<file path="src/source/again_button.mem">
// again button, 8 pixels per row, 4 rows, row-major, 00F is transparent
00F
C62
C62
C62
C62
C62
C62
00F
C62
C62
FFF
FFF
FFF
FFF
C62
C62
C62
C62
FFF
C62
C62
FFF
C62
C62
00F
C62
FFF
FFF
FFF
C62
C62
00F

</file>
<file path="src/source/start_button.mem">
// start button, 8 pixels per row, 4 rows, row-major, 00F is transparent
00F
3B3
3B3
3B3
3B3
3B3
3B3
00F
3B3
3B3
3B3
FFF
3B3
3B3
3B3
3B3
3B3
3B3
3B3
FFF
FFF
3B3
3B3
3B3
00F
3B3
3B3
FFF
3B3
3B3
3B3
00F

</file>
<file path="src/source/vga_pkg.sv">
`default_nettype none

package vga_pkg;

    // 800x600 @ 60 Hz with a 40 MHz pixel clock
    localparam int HOR_PIXELS     = 800;
    localparam int VER_PIXELS     = 600;
    localparam int HOR_TOTAL      = 1056;
    localparam int VER_TOTAL      = 628;
    localparam int HOR_SYNC_START = 840;
    localparam int HOR_SYNC_END   = 968;   // exclusive
    localparam int VER_SYNC_START = 601;
    localparam int VER_SYNC_END   = 605;   // exclusive

    localparam int SPRITE_W          = 8;
    localparam int SPRITE_H          = 4;
    localparam int SPRITE_SCALE_LOG2 = 4;   // 16x16 screen pixels per sprite pixel
    localparam int BTN_W             = 128;
    localparam int BTN_H             = 64;
    localparam int BTN_X             = (HOR_PIXELS - BTN_W) / 2;
    localparam int BTN_Y             = (VER_PIXELS - BTN_H) / 3;

    localparam logic [11:0] TRANSPARENT = 12'h00F;
    localparam logic [11:0] COLOR_MENU  = 12'h235;
    localparam logic [11:0] COLOR_PLAY  = 12'h2A2;
    localparam logic [11:0] COLOR_OVER  = 12'hA22;

    typedef enum logic [1:0] {
        STATE_MENU = 2'd0,
        STATE_PLAY = 2'd1,
        STATE_OVER = 2'd2
    } game_state_e;

endpackage

`default_nettype wire

</file>
<file path="src/source/bg_draw.sv">
`timescale 1ns/1ps
`default_nettype none

module bg_draw (
    input  logic                clk,
    input  logic                rst,
    input  vga_pkg::game_state_e state,
    input  logic [10:0]         hcount_in,
    input  logic [10:0]         vcount_in,
    input  logic                hsync_in,
    input  logic                vsync_in,
    input  logic                hblnk_in,
    input  logic                vblnk_in,
    output logic [10:0]         hcount_out,
    output logic [10:0]         vcount_out,
    output logic                hsync_out,
    output logic                vsync_out,
    output logic                hblnk_out,
    output logic                vblnk_out,
    output logic [11:0]         rgb_out
);
    import vga_pkg::*;

    logic [11:0] rgb_nxt;

    always_comb begin
        if (hblnk_in || vblnk_in) begin
            rgb_nxt = 12'h000;   // nothing may be driven in blanking
        end else begin
            case (state)
                STATE_MENU: rgb_nxt = COLOR_MENU;
                STATE_PLAY: rgb_nxt = COLOR_PLAY;
                STATE_OVER: rgb_nxt = COLOR_OVER;
                default:    rgb_nxt = 12'h000;
            endcase
        end
    end

    always_ff @(posedge clk or posedge rst) begin
        if (rst) begin
            hcount_out <= '0;
            vcount_out <= '0;
            hsync_out  <= 1'b0;
            vsync_out  <= 1'b0;
            hblnk_out  <= 1'b0;
            vblnk_out  <= 1'b0;
            rgb_out    <= '0;
        end else begin
            hcount_out <= hcount_in;
            vcount_out <= vcount_in;
            hsync_out  <= hsync_in;
            vsync_out  <= vsync_in;
            hblnk_out  <= hblnk_in;
            vblnk_out  <= vblnk_in;
            rgb_out    <= rgb_nxt;
        end
    end

    a_black_in_hblank: assert property (
        @(posedge clk) disable iff (rst) hblnk_out |-> (rgb_out == 12'h000)
    );

endmodule

`default_nettype wire

</file>
<file path="src/source/game_fsm.sv">
`timescale 1ns/1ps
`default_nettype none

module game_fsm #(
    parameter int ROUND_FRAMES = 300
) (
    input  logic                 clk,
    input  logic                 rst,
    input  logic                 vsync,
    input  logic                 game_start,
    input  logic                 back_to_menu,
    output vga_pkg::game_state_e state
);
    import vga_pkg::*;

    localparam int FC_W = $clog2(ROUND_FRAMES + 1);

    logic            vsync_d;
    logic            vsync_rise;
    logic [FC_W-1:0] frame_cnt;

    assign vsync_rise = vsync && !vsync_d;

    always_ff @(posedge clk or posedge rst) begin
        if (rst) begin
            state     <= STATE_MENU;
            vsync_d   <= 1'b0;
            frame_cnt <= '0;
        end else begin
            vsync_d <= vsync;
            case (state)
                STATE_MENU: begin
                    if (game_start) begin
                        state     <= STATE_PLAY;
                        frame_cnt <= '0;
                    end
                end
                STATE_PLAY: begin
                    if (vsync_rise) begin
                        if (frame_cnt == FC_W'(ROUND_FRAMES - 1))
                            state <= STATE_OVER;   // round over
                        else
                            frame_cnt <= frame_cnt + 1'b1;
                    end
                end
                STATE_OVER: begin
                    if (back_to_menu)
                        state <= STATE_MENU;
                end
                default: state <= STATE_MENU;
            endcase
        end
    end

    a_legal_state: assert property (
        @(posedge clk) disable iff (rst)
        state inside {STATE_MENU, STATE_PLAY, STATE_OVER}
    );

endmodule

`default_nettype wire

</file>
<file path="src/source/game_screen.sv">
`timescale 1ns/1ps
`default_nettype none

module game_screen #(
    parameter int CLICK_COOLDOWN = 20
) (
    input  logic                clk,
    input  logic                rst,
    input  vga_pkg::game_state_e state,
    input  logic [11:0]         mouse_x,
    input  logic [11:0]         mouse_y,
    input  logic                mouse_clicked,
    input  logic [10:0]         hcount_in,
    input  logic [10:0]         vcount_in,
    input  logic                hsync_in,
    input  logic                vsync_in,
    input  logic                hblnk_in,
    input  logic                vblnk_in,
    input  logic [11:0]         rgb_in,
    output logic                hsync_out,
    output logic                vsync_out,
    output logic [11:0]         rgb_out,
    output logic                game_start,
    output logic                back_to_menu
);
    import vga_pkg::*;

    localparam int ROM_DEPTH = SPRITE_W * SPRITE_H;
    localparam int ADDR_W    = $clog2(ROM_DEPTH);
    localparam int CD_W      = $clog2(CLICK_COOLDOWN + 2);
    localparam logic [CD_W-1:0] COOLDOWN_LOAD = CD_W'(CLICK_COOLDOWN);

    logic [11:0] start_rom [0:ROM_DEPTH-1];
    logic [11:0] again_rom [0:ROM_DEPTH-1];

    logic [10:0]       rel_x;
    logic [10:0]       rel_y;
    logic [ADDR_W-1:0] rom_addr;
    logic [11:0]       sprite_px;
    logic              in_btn;
    logic              mouse_in_btn;
    logic [11:0]       rgb_nxt;
    logic [CD_W-1:0]   start_cd;
    logic [CD_W-1:0]   back_cd;

    initial begin
        $readmemh("/design/src/source/start_button.mem", start_rom);
        $readmemh("/design/src/source/again_button.mem", again_rom);
    end

    always_comb begin
        rel_x    = hcount_in - 11'(BTN_X);
        rel_y    = vcount_in - 11'(BTN_Y);
        // one sprite pixel per 16x16 block
        rom_addr = ADDR_W'((rel_y >> SPRITE_SCALE_LOG2) * SPRITE_W
                           + (rel_x >> SPRITE_SCALE_LOG2));
        in_btn   = !hblnk_in && !vblnk_in
                   && (hcount_in >= BTN_X) && (hcount_in < BTN_X + BTN_W)
                   && (vcount_in >= BTN_Y) && (vcount_in < BTN_Y + BTN_H);
        sprite_px = (state == STATE_OVER) ? again_rom[rom_addr] : start_rom[rom_addr];

        rgb_nxt = rgb_in;
        if (in_btn && (state != STATE_PLAY) && (sprite_px != TRANSPARENT))
            rgb_nxt = sprite_px;
    end

    assign mouse_in_btn = (mouse_x >= BTN_X) && (mouse_x < BTN_X + BTN_W)
                          && (mouse_y >= BTN_Y) && (mouse_y < BTN_Y + BTN_H);

    always_ff @(posedge clk or posedge rst) begin
        if (rst) begin
            game_start   <= 1'b0;
            back_to_menu <= 1'b0;
            start_cd     <= '0;
            back_cd      <= '0;
        end else begin
            game_start   <= 1'b0;   // strobes last one cycle
            back_to_menu <= 1'b0;
            if (start_cd != '0)
                start_cd <= start_cd - 1'b1;
            if (back_cd != '0)
                back_cd <= back_cd - 1'b1;

            // reload both so one press cannot carry into the next screen
            if (mouse_clicked && mouse_in_btn) begin
                if (state == STATE_MENU && start_cd == '0) begin
                    game_start <= 1'b1;
                    start_cd   <= COOLDOWN_LOAD;
                    back_cd    <= COOLDOWN_LOAD;
                end else if (state == STATE_OVER && back_cd == '0) begin
                    back_to_menu <= 1'b1;
                    start_cd     <= COOLDOWN_LOAD;
                    back_cd      <= COOLDOWN_LOAD;
                end
            end
        end
    end

    always_ff @(posedge clk or posedge rst) begin
        if (rst) begin
            hsync_out <= 1'b0;
            vsync_out <= 1'b0;
            rgb_out   <= '0;
        end else begin
            hsync_out <= hsync_in;
            vsync_out <= vsync_in;
            rgb_out   <= rgb_nxt;
        end
    end

    a_one_strobe: assert property (
        @(posedge clk) disable iff (rst) !(game_start && back_to_menu)
    );

endmodule

`default_nettype wire

</file>
<file path="src/source/game_top.sv">
`timescale 1ns/1ps
`default_nettype none

module game_top #(
    parameter int CLICK_COOLDOWN = 20,
    parameter int ROUND_FRAMES   = 300
) (
    input  logic                 clk,
    input  logic                 rst,
    input  logic [11:0]          mouse_x,
    input  logic [11:0]          mouse_y,
    input  logic                 mouse_clicked,
    output logic                 hsync,
    output logic                 vsync,
    output logic [11:0]          rgb,
    output vga_pkg::game_state_e state
);

    // raster straight from the counters
    logic [10:0] tim_hcount;
    logic [10:0] tim_vcount;
    logic        tim_hsync;
    logic        tim_vsync;
    logic        tim_hblnk;
    logic        tim_vblnk;

    // one cycle later with background
    logic [10:0] bg_hcount;
    logic [10:0] bg_vcount;
    logic        bg_hsync;
    logic        bg_vsync;
    logic        bg_hblnk;
    logic        bg_vblnk;
    logic [11:0] bg_rgb;

    logic        game_start;
    logic        back_to_menu;

    vga_timing u_vga_timing (
        .clk    (clk),
        .rst    (rst),
        .hcount (tim_hcount),
        .vcount (tim_vcount),
        .hsync  (tim_hsync),
        .vsync  (tim_vsync),
        .hblnk  (tim_hblnk),
        .vblnk  (tim_vblnk)
    );

    bg_draw u_bg_draw (
        .clk        (clk),
        .rst        (rst),
        .state      (state),
        .hcount_in  (tim_hcount),
        .vcount_in  (tim_vcount),
        .hsync_in   (tim_hsync),
        .vsync_in   (tim_vsync),
        .hblnk_in   (tim_hblnk),
        .vblnk_in   (tim_vblnk),
        .hcount_out (bg_hcount),
        .vcount_out (bg_vcount),
        .hsync_out  (bg_hsync),
        .vsync_out  (bg_vsync),
        .hblnk_out  (bg_hblnk),
        .vblnk_out  (bg_vblnk),
        .rgb_out    (bg_rgb)
    );

    game_screen #(
        .CLICK_COOLDOWN (CLICK_COOLDOWN)
    ) u_game_screen (
        .clk           (clk),
        .rst           (rst),
        .state         (state),
        .mouse_x       (mouse_x),
        .mouse_y       (mouse_y),
        .mouse_clicked (mouse_clicked),
        .hcount_in     (bg_hcount),
        .vcount_in     (bg_vcount),
        .hsync_in      (bg_hsync),
        .vsync_in      (bg_vsync),
        .hblnk_in      (bg_hblnk),
        .vblnk_in      (bg_vblnk),
        .rgb_in        (bg_rgb),
        .hsync_out     (hsync),
        .vsync_out     (vsync),
        .rgb_out       (rgb),
        .game_start    (game_start),
        .back_to_menu  (back_to_menu)
    );

    game_fsm #(
        .ROUND_FRAMES (ROUND_FRAMES)
    ) u_game_fsm (
        .clk          (clk),
        .rst          (rst),
        .vsync        (tim_vsync),   // frame edges taken at the source
        .game_start   (game_start),
        .back_to_menu (back_to_menu),
        .state        (state)
    );

endmodule

`default_nettype wire

</file>
<file path="src/source/vga_timing.sv">
`timescale 1ns/1ps
`default_nettype none

module vga_timing (
    input  logic        clk,
    input  logic        rst,
    output logic [10:0] hcount,
    output logic [10:0] vcount,
    output logic        hsync,
    output logic        vsync,
    output logic        hblnk,
    output logic        vblnk
);
    import vga_pkg::*;

    logic [10:0] hcount_nxt;
    logic [10:0] vcount_nxt;

    always_comb begin
        hcount_nxt = hcount + 11'd1;
        vcount_nxt = vcount;
        if (hcount == 11'(HOR_TOTAL - 1)) begin
            hcount_nxt = '0;
            if (vcount == 11'(VER_TOTAL - 1))
                vcount_nxt = '0;
            else
                vcount_nxt = vcount + 11'd1;
        end
    end

    // decode from the next count so sync and blanking line up with the counters
    always_ff @(posedge clk or posedge rst) begin
        if (rst) begin
            hcount <= '0;
            vcount <= '0;
            hsync  <= 1'b0;
            vsync  <= 1'b0;
            hblnk  <= 1'b0;
            vblnk  <= 1'b0;
        end else begin
            hcount <= hcount_nxt;
            vcount <= vcount_nxt;
            hsync  <= (hcount_nxt >= HOR_SYNC_START) && (hcount_nxt < HOR_SYNC_END);
            vsync  <= (vcount_nxt >= VER_SYNC_START) && (vcount_nxt < VER_SYNC_END);
            hblnk  <= (hcount_nxt >= HOR_PIXELS);
            vblnk  <= (vcount_nxt >= VER_PIXELS);
        end
    end

endmodule

`default_nettype wire

</file>
<file path="config.mk">
export PLATFORM = sky130hd
export DESIGN_NAME = game_top
export DESIGN_NICKNAME = d
export VERILOG_FILES = /design/src/source/vga_pkg.sv /design/src/source/bg_draw.sv /design/src/source/game_fsm.sv /design/src/source/game_screen.sv /design/src/source/game_top.sv /design/src/source/vga_timing.sv
export SDC_FILE = /design/constraint.sdc
export NUM_CORES = 1
export LEC_CHECK = 0
export BUFFER_PORTS_ARGS = -buffer_cell sky130_fd_sc_hd__buf_4
export CAP_MARGIN = 20
export CORE_MARGIN = 2
export CORE_UTILIZATION = 30
export DETAILED_ROUTE_END_ITERATION = 7
export PLACE_DENSITY_LB_ADDON = 0.25
export SLEW_MARGIN = 5
export SYNTH_ARGS = -nofsm -noshare
export SYNTH_HDL_FRONTEND = slang
export SYNTH_SLANG_ARGS = --single-unit
</file>
<file path="constraint.sdc">
create_clock -name clk -period 6.02 [get_ports clk]
set_input_delay 0.602 -clock clk [delete_from_list [all_inputs] [get_ports clk]]
set_output_delay 0.602 -clock clk [all_outputs]
set_load 0.02 [all_outputs]
</file>
**Yosys cells after proc, flatten, opt, wreduce, memory -nomap -nowiden**

Index checks and enable logic that the tools add are counted.

- Input bits: 27
- Word-level logic and storage cells: 110
- Flip-flop bits (word level): 101
- Output and inout port bits: 16

- Add/subtract/negate cells: 5
- $lt $le $gt $ge: 14
- Equality and inequality tests: 12
- Mux-type cells: 29
- Reduce and logical (&&, ||, !) cells: 28

Operators by type and width:

| kind | count |
|---|---|
| $ge A11 B10 Y1 const B | 4 |
| $mux W5 | 8 |
| $mux W12 | 3 |
| $pmux W12 S3 | 1 |
| $mux W11 | 3 |
| $mux W9 | 3 |
| $add A11 B1 Y11 const B | 2 |
| $lt A11 B10 Y1 const B | 2 |
| $pmux W9 S2 | 1 |
| $logic_and A1 B1 Y1 | 16 |
| $ge A12 B8 Y1 const B | 1 |
| $ge A12 B9 Y1 const B | 1 |
| $lt A12 B8 Y1 const B | 1 |
| $lt A12 B9 Y1 const B | 1 |
| $ne A12 B4 Y1 const B | 1 |
| $eq A11 B10 Y1 const B | 1 |
| $eq A11 B11 Y1 const B | 1 |
| $ge A11 B8 Y1 const B | 1 |
| $ge A11 B9 Y1 const B | 1 |
| $lt A11 B8 Y1 const B | 1 |
| $lt A11 B9 Y1 const B | 1 |
| $logic_not A5 Y1 | 2 |
| $ne A2 B1 Y1 const B | 5 |
| $reduce_bool A5 Y1 | 2 |
| other kinds (14) | 25 |

**Longest topological paths before layout**

Gate-level depths: netlist (run 1).

- Depth after elaboration: 9
- Depth in mapped cells: 8
- Depth with buffers taken out: 8

**By module**

From an unflattened synthesis (run 1), not the netlist that was laid out.

- Cell total of the unflattened synthesis: 350
- Area total of the unflattened synthesis: 4135.2 µm²

By module, submodules not included:

| module | instances | sequential area each (µm²) | cells an instance | area each (µm²) |
|---|---|---|---|---|
| vga_timing | 1 | 650.6 | 156 | 1531.5 |
| game_screen | 1 | 650.6 | 78 | 1024.7 |
| bg_draw | 1 | 775.7 | 51 | 928.4 |
| game_fsm | 1 | 300.3 | 65 | 650.6 |

**Worst setup path after synthesis (run 1)**

OpenSTA, ideal clock, no wires.

- Path type: register to register
- Start point: register u_vga_timing.hcount[8]
- End point: register u_vga_timing.vsync
- Slack: 3487 ps
- Arrival: 2412 ps
- Cell stages (with the launch flop): 8
- Required time: 5899 ps
- Buffers on the path: 1
- Library setup time: 121 ps
- Cells stage by stage: dfrtp_1 > or4b_4 > or4_4 > buf_6 > or4_4 > and2_4 > nand3_2 > and4b_1

- Word-level cells in the longest chain between the ends: 4
- Elaborated cells between the ends (all ways): 5
- Those cells by class: order compare (2); eq/ne (1); mux (1); reduce/logical (1)

RTL lines:

| element | RTL line | text |
|---|---|---|
| from (decl) | vga_timing.sv:7 | `output logic [10:0] hcount,` |
| from (signal assigned) | vga_timing.sv:41 | `hcount <= hcount_nxt;` |
| $eq A11 B11 Y1 * | vga_timing.sv:22 | `if (hcount == 11'(HOR_TOTAL - 1)) begin` |
| $mux W11 * | vga_timing.sv:22 |  |
| $ge A11 B10 Y1 or $lt A11 B10 Y1 (tied branches) | vga_timing.sv:44 | `vsync <= (vcount_nxt >= VER_SYNC_START) && (vcount_nxt < VER_SYNC_END);` |
| $logic_and A1 B1 Y1 * | vga_timing.sv:44 |  |
| to (signal assigned) | vga_timing.sv:44 |  |
| to (decl) | vga_timing.sv:10 | `output logic vsync,` |

Mark *: on every way between the ends. The rest lies on a longest branch, timed or not.
A chain may end at the register's enable or synchronous reset.

**Final worst setup path (run 1)**

- Start point: register u_vga_timing.hcount[8]
- End point: register u_vga_timing.vblnk

- Word-level cells in the longest chain between the ends: 3

RTL lines:

| element | RTL line | text |
|---|---|---|
| $eq A11 B11 Y1 | vga_timing.sv:22 |  |
| $mux W11 | vga_timing.sv:22 |  |
| $ge A11 B10 Y1 | vga_timing.sv:46 | `vblnk <= (vcount_nxt >= VER_PIXELS);` |
| to (signal assigned) | vga_timing.sv:46 |  |
| to (decl) | vga_timing.sv:12 | `output logic vblnk` |

Every way passes these cells.

==> results of run 1 <==
==> state kept, by name, indices dropped and copies added (netlist names) <==
name	flops
u_game_fsm.vsync_d	1
u_vga_timing.hsync	1
u_game_screen.hsync_out	1
u_game_fsm.state	2
u_game_screen.vsync_out	1
u_game_screen.game_start	1
u_vga_timing.hblnk	1
u_game_screen.rgb_out	5
u_game_screen.back_to_menu	1
u_vga_timing.vblnk	1
u_game_fsm.frame_cnt	9
u_vga_timing.vcount	11
u_bg_draw.hsync_out	1
u_game_screen.back_cd	5
u_bg_draw.rgb_out	5
u_vga_timing.vsync	1
u_game_screen.start_cd	5
u_vga_timing.hcount	11
==> cells in the mapped netlist, types with 3 or more instances <==
| cell | count |
|---|---|
| nor4b_1 | 3 |
| dfrtp_1 | 63 |
| buf_4 | 7 |
| nor3_1 | 10 |
| nand4_1 | 7 |
| ha_1 | 11 |
| nand4b_1 | 4 |
| a21o_1 | 3 |
| inv_1 | 14 |
| xnor2_1 | 17 |
| and2_1 | 7 |
| mux2i_1 | 4 |
| a21oi_1 | 7 |
| nand3_1 | 8 |
| nor2_1 | 32 |
| and3_1 | 6 |
| nand2_1 | 23 |
| clkbuf_1 | 3 |
| o21ai_0 | 10 |
| xor2_1 | 13 |
==> layout make-up <==
cell class                      instances  area share
Clock buffer                           10     0.03460
Tap cell                              136     0.04613
Multi-Input combinational cell        213      0.3833
Sequential cell                        63      0.4274
Timing Repair Buffer                   35     0.07123
Inverter                               14     0.01425
Clock inverter                          6     0.02307
==> how the worst min path moves through the flow <==
| stage | from | end | slack, ns | cells past startpoint |
|---|---|---|---|---|
| CTS | u_bg_draw.hsync_out | u_game_screen.hsync_out | 0.35 | 0 |
| global placement | u_bg_draw.rgb_out[7] | u_game_screen.rgb_out[7] | 0.33 | 0 |
| finish | u_bg_draw.hsync_out | u_game_screen.hsync_out | 0.34 | 0 |
| detailed placement | u_bg_draw.rgb_out[1] | u_game_screen.rgb_out[1] | 0.33 | 0 |
| floorplan | u_vga_timing.hsync | u_bg_draw.hsync_out | 0.33 | 0 |
| global route | u_bg_draw.hsync_out | u_game_screen.hsync_out | 0.36 | 0 |
==> power groups by stage <==
stage               combinational (µW)  clock (µW)  sequential, µW
floorplan                          229           0             573
global placement                   329           0             555
detailed placement                 340           0             556
CTS                                341         410             548
global route                       381         430             560
finish                             336         400             547
==> per-layer routing <==
layer  up-vias  GRT usage
met1      1082     0.1488
met3         8    0.04082
met4         0    0.04229
met5         -          0
met2        33     0.1650
li1       1112          -
==> worst max-delay path: stages (launching register included) <==
cell and delay, ns:
dfrtp_1 0.44, or4b_4 0.57, or4_4 0.51, o311ai_1 0.30, a211oi_1 0.15, a2111oi_0 0.43
nor2_1 0.10
==> metrics by stage <==
step                utilization  area [µm²]
finish                   0.3622        3689
global route             0.3622        3689
CTS                      0.3622        3689
detailed placement       0.3413        3476
global placement         0.3413        3476
floorplan                     -        3118
==> logic make-up after synthesis <==
family / Yosys count / share of synthesized area
buffers and inverters: 25 / 0.04108
xor gates and xnor gates: 30 / 0.08457
DFF: 63 / 0.5075
AOI/OAI and AO/OA: 42 / 0.09021
muxes: 6 / 0.02014
adders and majority gates: 11 / 0.04430
and+or+nand+nor: 120 / 0.2110
other: 1 / 0.001207
==> out/qor.csv, run 1 <==
stage,metric,value,unit
power_and_ir_drop,p_int,880.5,µW
logic_synthesis,yosys-top-cells-area,"dfrtp_1 51%, xnor2_1 4.8%, ha_1 4.4%",
clocking,clockBufferDepth,2,
logic_synthesis,synth_edf_count,0,
power_and_ir_drop,leakagePower,0.001656,µW
logic_synthesis,avgSynthCellArea,10.43,µm²
power_and_ir_drop,power_frac_clock,0.312,
logic_synthesis,synth.distinct_cells,54,
clocking,cts_tree,done,
sta,slew_viol_final,0,
power_and_ir_drop,pwr-share-comb,0.262,
sta,final.setup.tns,0,ns
flow_run,maxCapViolations,0,
critical_path,critPathKind,register to register,
detailed_routing,drcViolationCount,0,
finish,syn2layout_area_growth,18.73,%
clocking,htree_levels,3,
finish,multiInputGateArea,1414,µm²
logic_synthesis,ys_async_sr_fraction,1.000,
power_and_ir_drop,power,1283,µW
logic_synthesis,synth_top_flop_cell,dfrtp_1,
logic_synthesis,ys_ff_latch,63,
logic_synthesis,yosysSeqAreaShare,0.5075,
placed_design,dpl.cell_count,461,
finish,fillers,1023,
power_and_ir_drop,peakVddDrop,0.0001589,V
critical_path,crit_path_start_kind,register,
detailed_routing,top_layer,met4,
sta,worst_slack,3.384,ns
clocking,post_cts_buffers,0,
logic_synthesis,synth_top_area_share,0.5075,
finish,nNetsFinal,374,
detailed_routing,wl_per_cell,11.97,µm
logic_synthesis,synth_cells,298,
detailed_routing,dr_wl_met3,217,µm
finish,layout-drive-gt1-share,0.1760,
sta,fmax,379.3,MHz
detailed_routing,detail-route-antenna-nets,0,
finish,layout_commonest_cell,dfrtp_1,
finish,final_cell_mix,"63 x dfrtp_1, 35 x buf_4, 32 x nor2_1",
clocking,cts-resized-gates,0,
critical_path,worst_ep_required_time,6.23,ns
grt,grt_pass1_vias,2111,
clocking,cts_made_buffers,9,
power_and_ir_drop,p_per_area,347.9,nW/µm²
critical_path,worstSetupEndpoint,u_vga_timing.vblnk,
die,start_util,0.3050,
critical_path,cp-startpoint,u_vga_timing.hcount[8],
sta,timing.final.crit_share,0.4380,
power_and_ir_drop,p_sw_frac,0.3138,
die,die_x,105.8,µm
sta,hold_viol,0,
logic_synthesis,synth_largest_area_cell,dfrtp_1,
sta,min_period,2.636,ns
min_path,hp-class,register to register,
critical_path,arrival,2.85,ns
detailed_routing,routedLengthMet1,2.816,mm
sta,rsz0062_at_grt,false,
detailed_routing,totalWireLength,5.708,mm
grt,grt_max_degree,64,
critical_path,r2r_slack,3.38,ns
finish,instances_no_fill,477,
die,ios,43,
logic_synthesis,ys_warn_count,0,
placed_design,port-buffer-count,33,
detailed_routing,vias_per_cell,4.686,
placed_design,hpwl,3.935,mm
clocking,clk_pin_slew,0.07,ns
sta,setup_viol,0,
sta,finalClockSkew,0.01297,ns
outcome,status,completed,
sta,worst_slew_pin_slew,0.7766,ns
placed_design,place_congestion,0.7886,
sta,slew_headroom,0.4823,
die,core_area,10180,µm²
die,die_y,105.8,µm
clocking,cts-hold-fix-buffers,0,
finish,n_antenna_cell,0,
clocking,cts_root_buffer,clkbuf_8,
grt,grt_usage,0.1115,
critical_path,cp-end-kind,register,
power_and_ir_drop,power_frac_seq,0.426,
logic_synthesis,netlist_area,3107,µm²
grt,grt_pass1_wl,9.922,mm
grt,overflow,0,
critical_path,regToRegEndpoint,u_vga_timing.vblnk,
power_and_ir_drop,power_switching,402.6,µW
sta,holdWs,0.3405,ns
detailed_routing,num_vias,2235,
critical_path,rr_worst_depth,6,
finish,seq_area,1577,µm²
clocking,clk_latency,0.34,ns
die,rows,37,
critical_path,critical_path.max_fanout,9,
critical_path,r2r-start,u_vga_timing.hcount[8],
clocking,cts_sinks,63,
placed_design,place_ws,3.410,ns
detailed_routing,dr_wl_met2,2.574,mm
grt,antenna_found_initial,0,
detailed_routing,first_pass_iters,4,
detailed_routing,drt_iter0_drc,134,
die,die_area,11190,µm²
Power figures use the tool's default switching activity.
==> run 2, diff against run 1 <==
Clock period 6.02 ns to 2.7 ns, I/O delays scaled along.
==> run 2 against run 1 <==
  * Global-route usage grew 0.22 points
  * Core utilization increased by 0.54 points
  * Sequential power increased by 120%
  * Cell area is 1.5% higher
  * Critical path depth did not move
  * Clock power up 110%
  * Highest routed layer unchanged
  * Sequential cell count unchanged
  * Setup slack got worse by 3.2 ns
  * Die area did not move
  * Power is 120% higher
  * Wire length grew 1.7%
==> out/qor.csv, run 2 (synthesized netlist as in run 1, its figures left out) <==
stage,metric,value,unit,change
placed_design,place_ws,0.1546,ns,-3.256 ns
placed_design,place_congestion,0.7728,,-2.0%
critical_path,max_stage_delay,0.51,ns,-0.06 ns
clocking,cts_sinks,63,,unchanged
clocking,cts_made_buffers,9,,unchanged
finish,layout_commonest_cell,dfrtp_1,,
sta,min_period,2.520,ns,-0.1167 ns
grt,grt_pass1_vias,2177,,+3.1%
detailed_routing,totalWireLength,5.807,mm,+1.7%
critical_path,r2r_slack,0.18,ns,-3.20 ns
sta,finalClockSkew,0.009471,ns,-0.003496 ns
die,die_x,105.8,µm,unchanged
critical_path,regToRegEndpoint,u_vga_timing.vblnk,,
critical_path,critPathKind,register to register,,
sta,hold_viol,0,,unchanged
clocking,clockBufferDepth,2,,unchanged
clocking,clk_latency,0.35,ns,about the same
grt,antenna_found_initial,0,,unchanged
sta,slew_headroom,0.5808,,+0.09855
outcome,status,completed,,
min_path,hp-class,primary input to asynchronous set/reset pin,,
critical_path,cp_top_family,simple AND/OR/NAND/NOR gates,,
detailed_routing,dr_wl_met2,2.681,mm,+4.2%
placed_design,hpwl,4.141,mm,+5.2%
flow_run,maxCapViolations,0,,unchanged
detailed_routing,num_vias,2232,,-0.13%
detailed_routing,wl_per_cell,11.97,µm,about the same
critical_path,cp-end-kind,register,,
grt,grt_pass1_wl,10.01,mm,+0.84%
power_and_ir_drop,peakVddDrop,0.0003905,V,+150%
finish,n_antenna_cell,0,,unchanged
finish,nNetsFinal,382,,+2.1%
clocking,cts_root_buffer,clkbuf_8,,
clocking,cts-hold-fix-buffers,0,,unchanged
critical_path,crit_buf_inv,0,,unchanged
critical_path,rr_worst_depth,6,,unchanged
critical_path,path_cells,or4b_4 -> or4_4 -> o311ai_1 -> a211oi_2 -> a2111oi_2 -> nor2_1,,
die,rows,37,,unchanged
die,ios,43,,unchanged
detailed_routing,vias_per_cell,4.602,,-1.8%
finish,final_cell_mix,"63 x dfrtp_1, 43 x buf_4, 32 x nor2_1",,
finish,fillers,997,,-2.5%
clocking,post_cts_buffers,0,,unchanged
sta,worst_slack,0.1802,ns,-3.203 ns
die,die_y,105.8,µm,unchanged
grt,grt_usage,0.1138,,+0.002242
critical_path,crit_path_start_kind,register,,
grt,grt_max_degree,30,,-53%
detailed_routing,dr_wl_met3,188,µm,-13%
die,core_area,10180,µm²,unchanged
clocking,cts-resized-gates,0,,unchanged
clocking,cts_tree,done,,
die,start_util,0.3050,,unchanged
critical_path,arrival,2.73,ns,-0.12 ns
clocking,clk_pin_slew,0.07,ns,about the same
finish,layout-drive-gt1-share,0.2034,,+0.02749
sta,rsz0062_at_grt,false,,
sta,timing.final.crit_share,0.9332,,+0.4953
clocking,htree_levels,3,,unchanged
critical_path,critical_path.max_fanout,5,,-4
placed_design,port-buffer-count,33,,unchanged
sta,slew_viol_final,0,,unchanged
critical_path,cp-startpoint,u_vga_timing.hcount[6],,
detailed_routing,drcViolationCount,0,,unchanged
die,die_area,11190,µm²,unchanged
power_and_ir_drop,p_per_area,750.3,nW/µm²,+120%
sta,fmax,396.9,MHz,+4.6%
detailed_routing,first_pass_iters,4,,unchanged
critical_path,worst_ep_required_time,2.91,ns,-3.32 ns
detailed_routing,drt_iter0_drc,102,,-24%
finish,reg_top3,"u_vga_timing.hcount x11, u_vga_timing.vcount x11, u_game_fsm.frame_cnt x9",,
grt,overflow,0,,unchanged
detailed_routing,routedLengthMet1,2.814,mm,about the same
critical_path,r2r-start,u_vga_timing.hcount[6],,
detailed_routing,detail-route-antenna-nets,0,,unchanged
detailed_routing,top_layer,met4,,
sta,worst_slew_pin_slew,0.6278,ns,-0.1487 ns
power_and_ir_drop,leakagePower,0.001704,µW,+2.9%
finish,syn2layout_area_growth,20.50,%,
sta,final.setup.tns,0,ns,unchanged
critical_path,crit_slowest_cell,or4b_4,,
sta,setup_viol,0,,unchanged
run 2: worst max-delay path by stage:
stage                    endpoint  slack (ns)  cells past startpoint
2_1_floorplan  u_vga_timing.vsync        0.17                      7
3_5_place_dp   u_vga_timing.vblnk        0.15                      6
6_report       u_vga_timing.vblnk        0.18                      6
4_1_cts        u_vga_timing.vblnk        0.12                      6
3_3_place_gp   u_vga_timing.vblnk        0.23                      6
5_1_grt        u_vga_timing.vblnk        0.03                      9
run 2: power breakdown:
group	switching, µW	internal [µW]	total, µW
clock network	375	448	823
logic	420	344	763
registers	109	1110	1220
run 2: through the flow:
stage          hold slack (ns)  instances  instance area, µm²  power [µW]  utilization
6_report              0.004470        485                3744        2809       0.3676
5_1_grt                0.05518        485                3744        3019       0.3676
4_1_cts                0.02903        485                3732        2851       0.3665
3_5_place_dp            0.3355        469                3536        2010       0.3472
3_3_place_gp            0.3315        469                3536        1983       0.3472
2_1_floorplan           0.3312        301                3118        1787            -
run 2: area by class of cell:
type	instances	area, µm²	share of cell area
multi-input combinational	213	1425	0.3807
timing repair buffer	43	322.8	0.08623
clock inverter	6	58.81	0.01571
clock buffer	10	137.6	0.03676
tap	136	170.2	0.04545
sequential	63	1577	0.4211
inverter	14	52.55	0.01404
run 2: worst reg2reg max path: cells and delay by family (launching register included):
kind             cells  cell delay [ns]
AND/OR/NAND/NOR      3             1.09
AO/OA/AOI/OAI        3             0.87
flip-flops           1             0.43
run 2: routing by layer:
layer  track usage  up-vias
met5             0        -
met4       0.06485        0
met3       0.03463        9
met2        0.1724       27
met1        0.1437     1068
li1              -     1128
==> run 3, diff against run 2 <==
Settings changed: PLACE_DENSITY_LB_ADDON 0.25 to unset, SKIP_LAST_GASP set to 1.
==> run 3 against run 2 <==
  * Sequential cell count unchanged
  * Die area unchanged
  * Via count is 0.40% higher
  * Power grew 3.2%
  * Register-to-register slack about the same
  * Fmax decreased by 0.12%
  * Combinational power is 0.8% higher
  * Critical path depth unchanged
  * Clock skew about the same
  * Global-route usage down 0.57 points
  * First-iteration DRC count is 40% higher
  * Sequential power about the same
==> out/qor.csv, run 3 (synthesized netlist as in run 1, its figures left out) <==
stage,metric,value,unit,change
critical_path,critical_path.max_fanout,9,,+4
clocking,cts_root_buffer,clkbuf_8,,
grt,grt_usage,0.1081,,-0.005714
detailed_routing,drt_iter0_drc,143,,+40%
critical_path,crit_path_start_kind,register,,
clocking,htree_levels,3,,unchanged
critical_path,r2r-start,u_vga_timing.hcount[8],,
critical_path,cp-end-kind,register,,
finish,layout_commonest_cell,dfrtp_1,,
finish,syn2layout_area_growth,21.26,%,
finish,final_cell_mix,"63 x dfrtp_1, 42 x buf_4, 32 x nor2_1",,
die,core_area,10180,µm²,unchanged
finish,final_util,0.3699,,+0.002334
min_path,min_from,u_vga_timing.hsync,,
power_and_ir_drop,pwr-share-comb,0.265,,-0.007
detailed_routing,vias_per_cell,4.621,,+0.40%
die,die_x,105.8,µm,unchanged
finish,fillers,1019,,+2.2%
sta,hold_viol,0,,unchanged
grt,antenna_found_initial,0,,unchanged
critical_path,worst_ep_required_time,2.91,ns,about the same
clocking,cts_made_buffers,9,,unchanged
detailed_routing,first_pass_iters,4,,unchanged
die,die_y,105.8,µm,unchanged
sta,min_period,2.523,ns,+0.003091 ns
sta,slew_viol_final,0,,unchanged
power_and_ir_drop,p_sw_frac,0.3078,,-0.01425
finish,reg_top3,"u_vga_timing.hcount x11, u_vga_timing.vcount x11, u_game_fsm.frame_cnt x9",,
detailed_routing,drcViolationCount,0,,unchanged
sta,fmax,396.4,MHz,-0.12%
grt,grt_max_degree,26,,-13%
grt,grt_pass1_vias,2181,,+0.18%
power_and_ir_drop,power_switching,892.1,µW,-1.4%
sta,setup_viol,0,,unchanged
die,ios,43,,unchanged
grt,grt_pass1_wl,9.653,mm,-3.5%
clocking,post_cts_buffers,0,,unchanged
finish,n_antenna_cell,0,,unchanged
sta,timing.final.crit_share,0.9344,,+0.001145
outcome,status,completed,,
placed_design,place_congestion,0.7896,,+2.2%
clocking,cts_sinks,63,,unchanged
critical_path,critPathKind,register to register,,
min_path,hp-class,register to register,,
finish,seq_area,1577,µm²,unchanged
finish,multiInputGateArea,1420,µm²,-0.35%
sta,final.setup.tns,0,ns,unchanged
detailed_routing,totalWireLength,5.515,mm,-5.0%
power_and_ir_drop,p_per_area,769.4,nW/µm²,+2.5%
die,rows,37,,unchanged
sta,rsz0062_at_grt,false,,
flow_run,maxCapViolations,0,,unchanged
die,die_area,11190,µm²,unchanged
detailed_routing,detail-route-antenna-nets,0,,unchanged
placed_design,port-buffer-count,33,,unchanged
power_and_ir_drop,peakVddDrop,0.0004140,V,+6.0%
power_and_ir_drop,p_int,2006,µW,+5.4%
power_and_ir_drop,leakagePower,0.001704,µW,about the same
finish,nNetsFinal,382,,unchanged
placed_design,hpwl,3.938,mm,-4.9%
clocking,clk_pin_slew,0.07,ns,about the same
clocking,clockBufferDepth,2,,unchanged
detailed_routing,wl_per_cell,11.37,µm,-5.0%
critical_path,cp-startpoint,u_vga_timing.hcount[8],,
clocking,clk_latency,0.34,ns,about the same
power_and_ir_drop,power_frac_seq,0.423,,-0.012
sta,slew_headroom,0.5719,,-0.008915
critical_path,arrival,2.73,ns,about the same
finish,layout-drive-gt1-share,0.1948,,-0.008596
clocking,cts_tree,done,,
sta,finalClockSkew,0.009883,ns,+0.0004119 ns
die,start_util,0.3050,,unchanged
grt,overflow,0,,unchanged
detailed_routing,num_vias,2241,,+0.40%
sta,worst_slew_pin_slew,0.6408,ns,+0.01292 ns
power_and_ir_drop,power_frac_clock,0.312,,+0.019
run 3: changes by cell type in the layout (fill, tap and decap cells not counted), sizes merged:
cell         previous run  this run
clkbuf                 10        11
inv                    15        14
buf                    43        42
bufinv                  1         2
clkinv                  4         2
clkinvlp                0         1
dlygate4sd3             0         1
run 3: through the flow:
stage / std cells / worst slack (ns) / total power, µW / hold WS, ns / instance area (µm²)
after floorplan: 301 / 0.1670 / 1787 / 0.3312 / 3118
after global placement: 468 / 0.1577 / 1983 / 0.2894 / 3528
after detailed placement: 468 / 0.1679 / 2019 / 0.2973 / 3528
after CTS: 485 / 0.1561 / 2936 / 0.3472 / 3761
after global routing: 485 / 0.01697 / 3099 / 0.3620 / 3767
final: 485 / 0.1772 / 2898 / 0.3461 / 3767
run 3: routing by layer:
layer	up-vias	routed length [µm]	global-route usage
li1	1128	-	-
met2	36	2577	0.1696
met3	7	207	0.03525
met4	0	105	0.04887
met5	-	0	0
met1	1070	2625	0.1354
run 3: cell type report:
class,instances,share of cell area
clock inverters,5,0.02159
flip-flops and latches,63,0.4185
clock buffers,11,0.03753
repair buffers,43,0.08635
multi-input cells,213,0.3770
inverters,14,0.01395
well taps,136,0.04517
run 3: repair_timing:
action | 4_1_cts | 5_1_grt
gates resized for setup | 0 | 2
hold endpoints to repair | 17 | 0
endpoints found under the setup margin | 0 | 1
hold buffers | 1 | 0
run 3: path summary, 6_finish.rpt:
kind,slack [ns],end,cells after the start
worst max-delay path,0.18,u_vga_timing.vblnk,6
worst min-delay path,0.35,u_bg_draw.hsync_out,0
worst max register to register,0.18,u_vga_timing.vblnk,6
worst min register to register,0.35,u_bg_draw.hsync_out,0
max in group asynchronous,1.57,u_game_fsm.frame_cnt[4],4
min in group asynchronous,0.47,u_vga_timing.hcount[4],3
run 3: worst max-delay path, stage by stage (launching register included):
cell	delay, ns
dfrtp_1	0.38
or4b_4	0.55
or4_4	0.51
o311ai_1	0.30
a211oi_1	0.14
a2111oi_1	0.43
nor2_1	0.09
run 3: power groups by stage:
stage	sequential, µW	combinational [µW]	clock, µW
2_1_floorplan	1280	510	0
3_3_place_gp	1240	745	0
3_5_place_dp	1240	775	0
4_1_cts	1230	777	933
5_1_grt	1250	869	978
6_report	1230	769	904
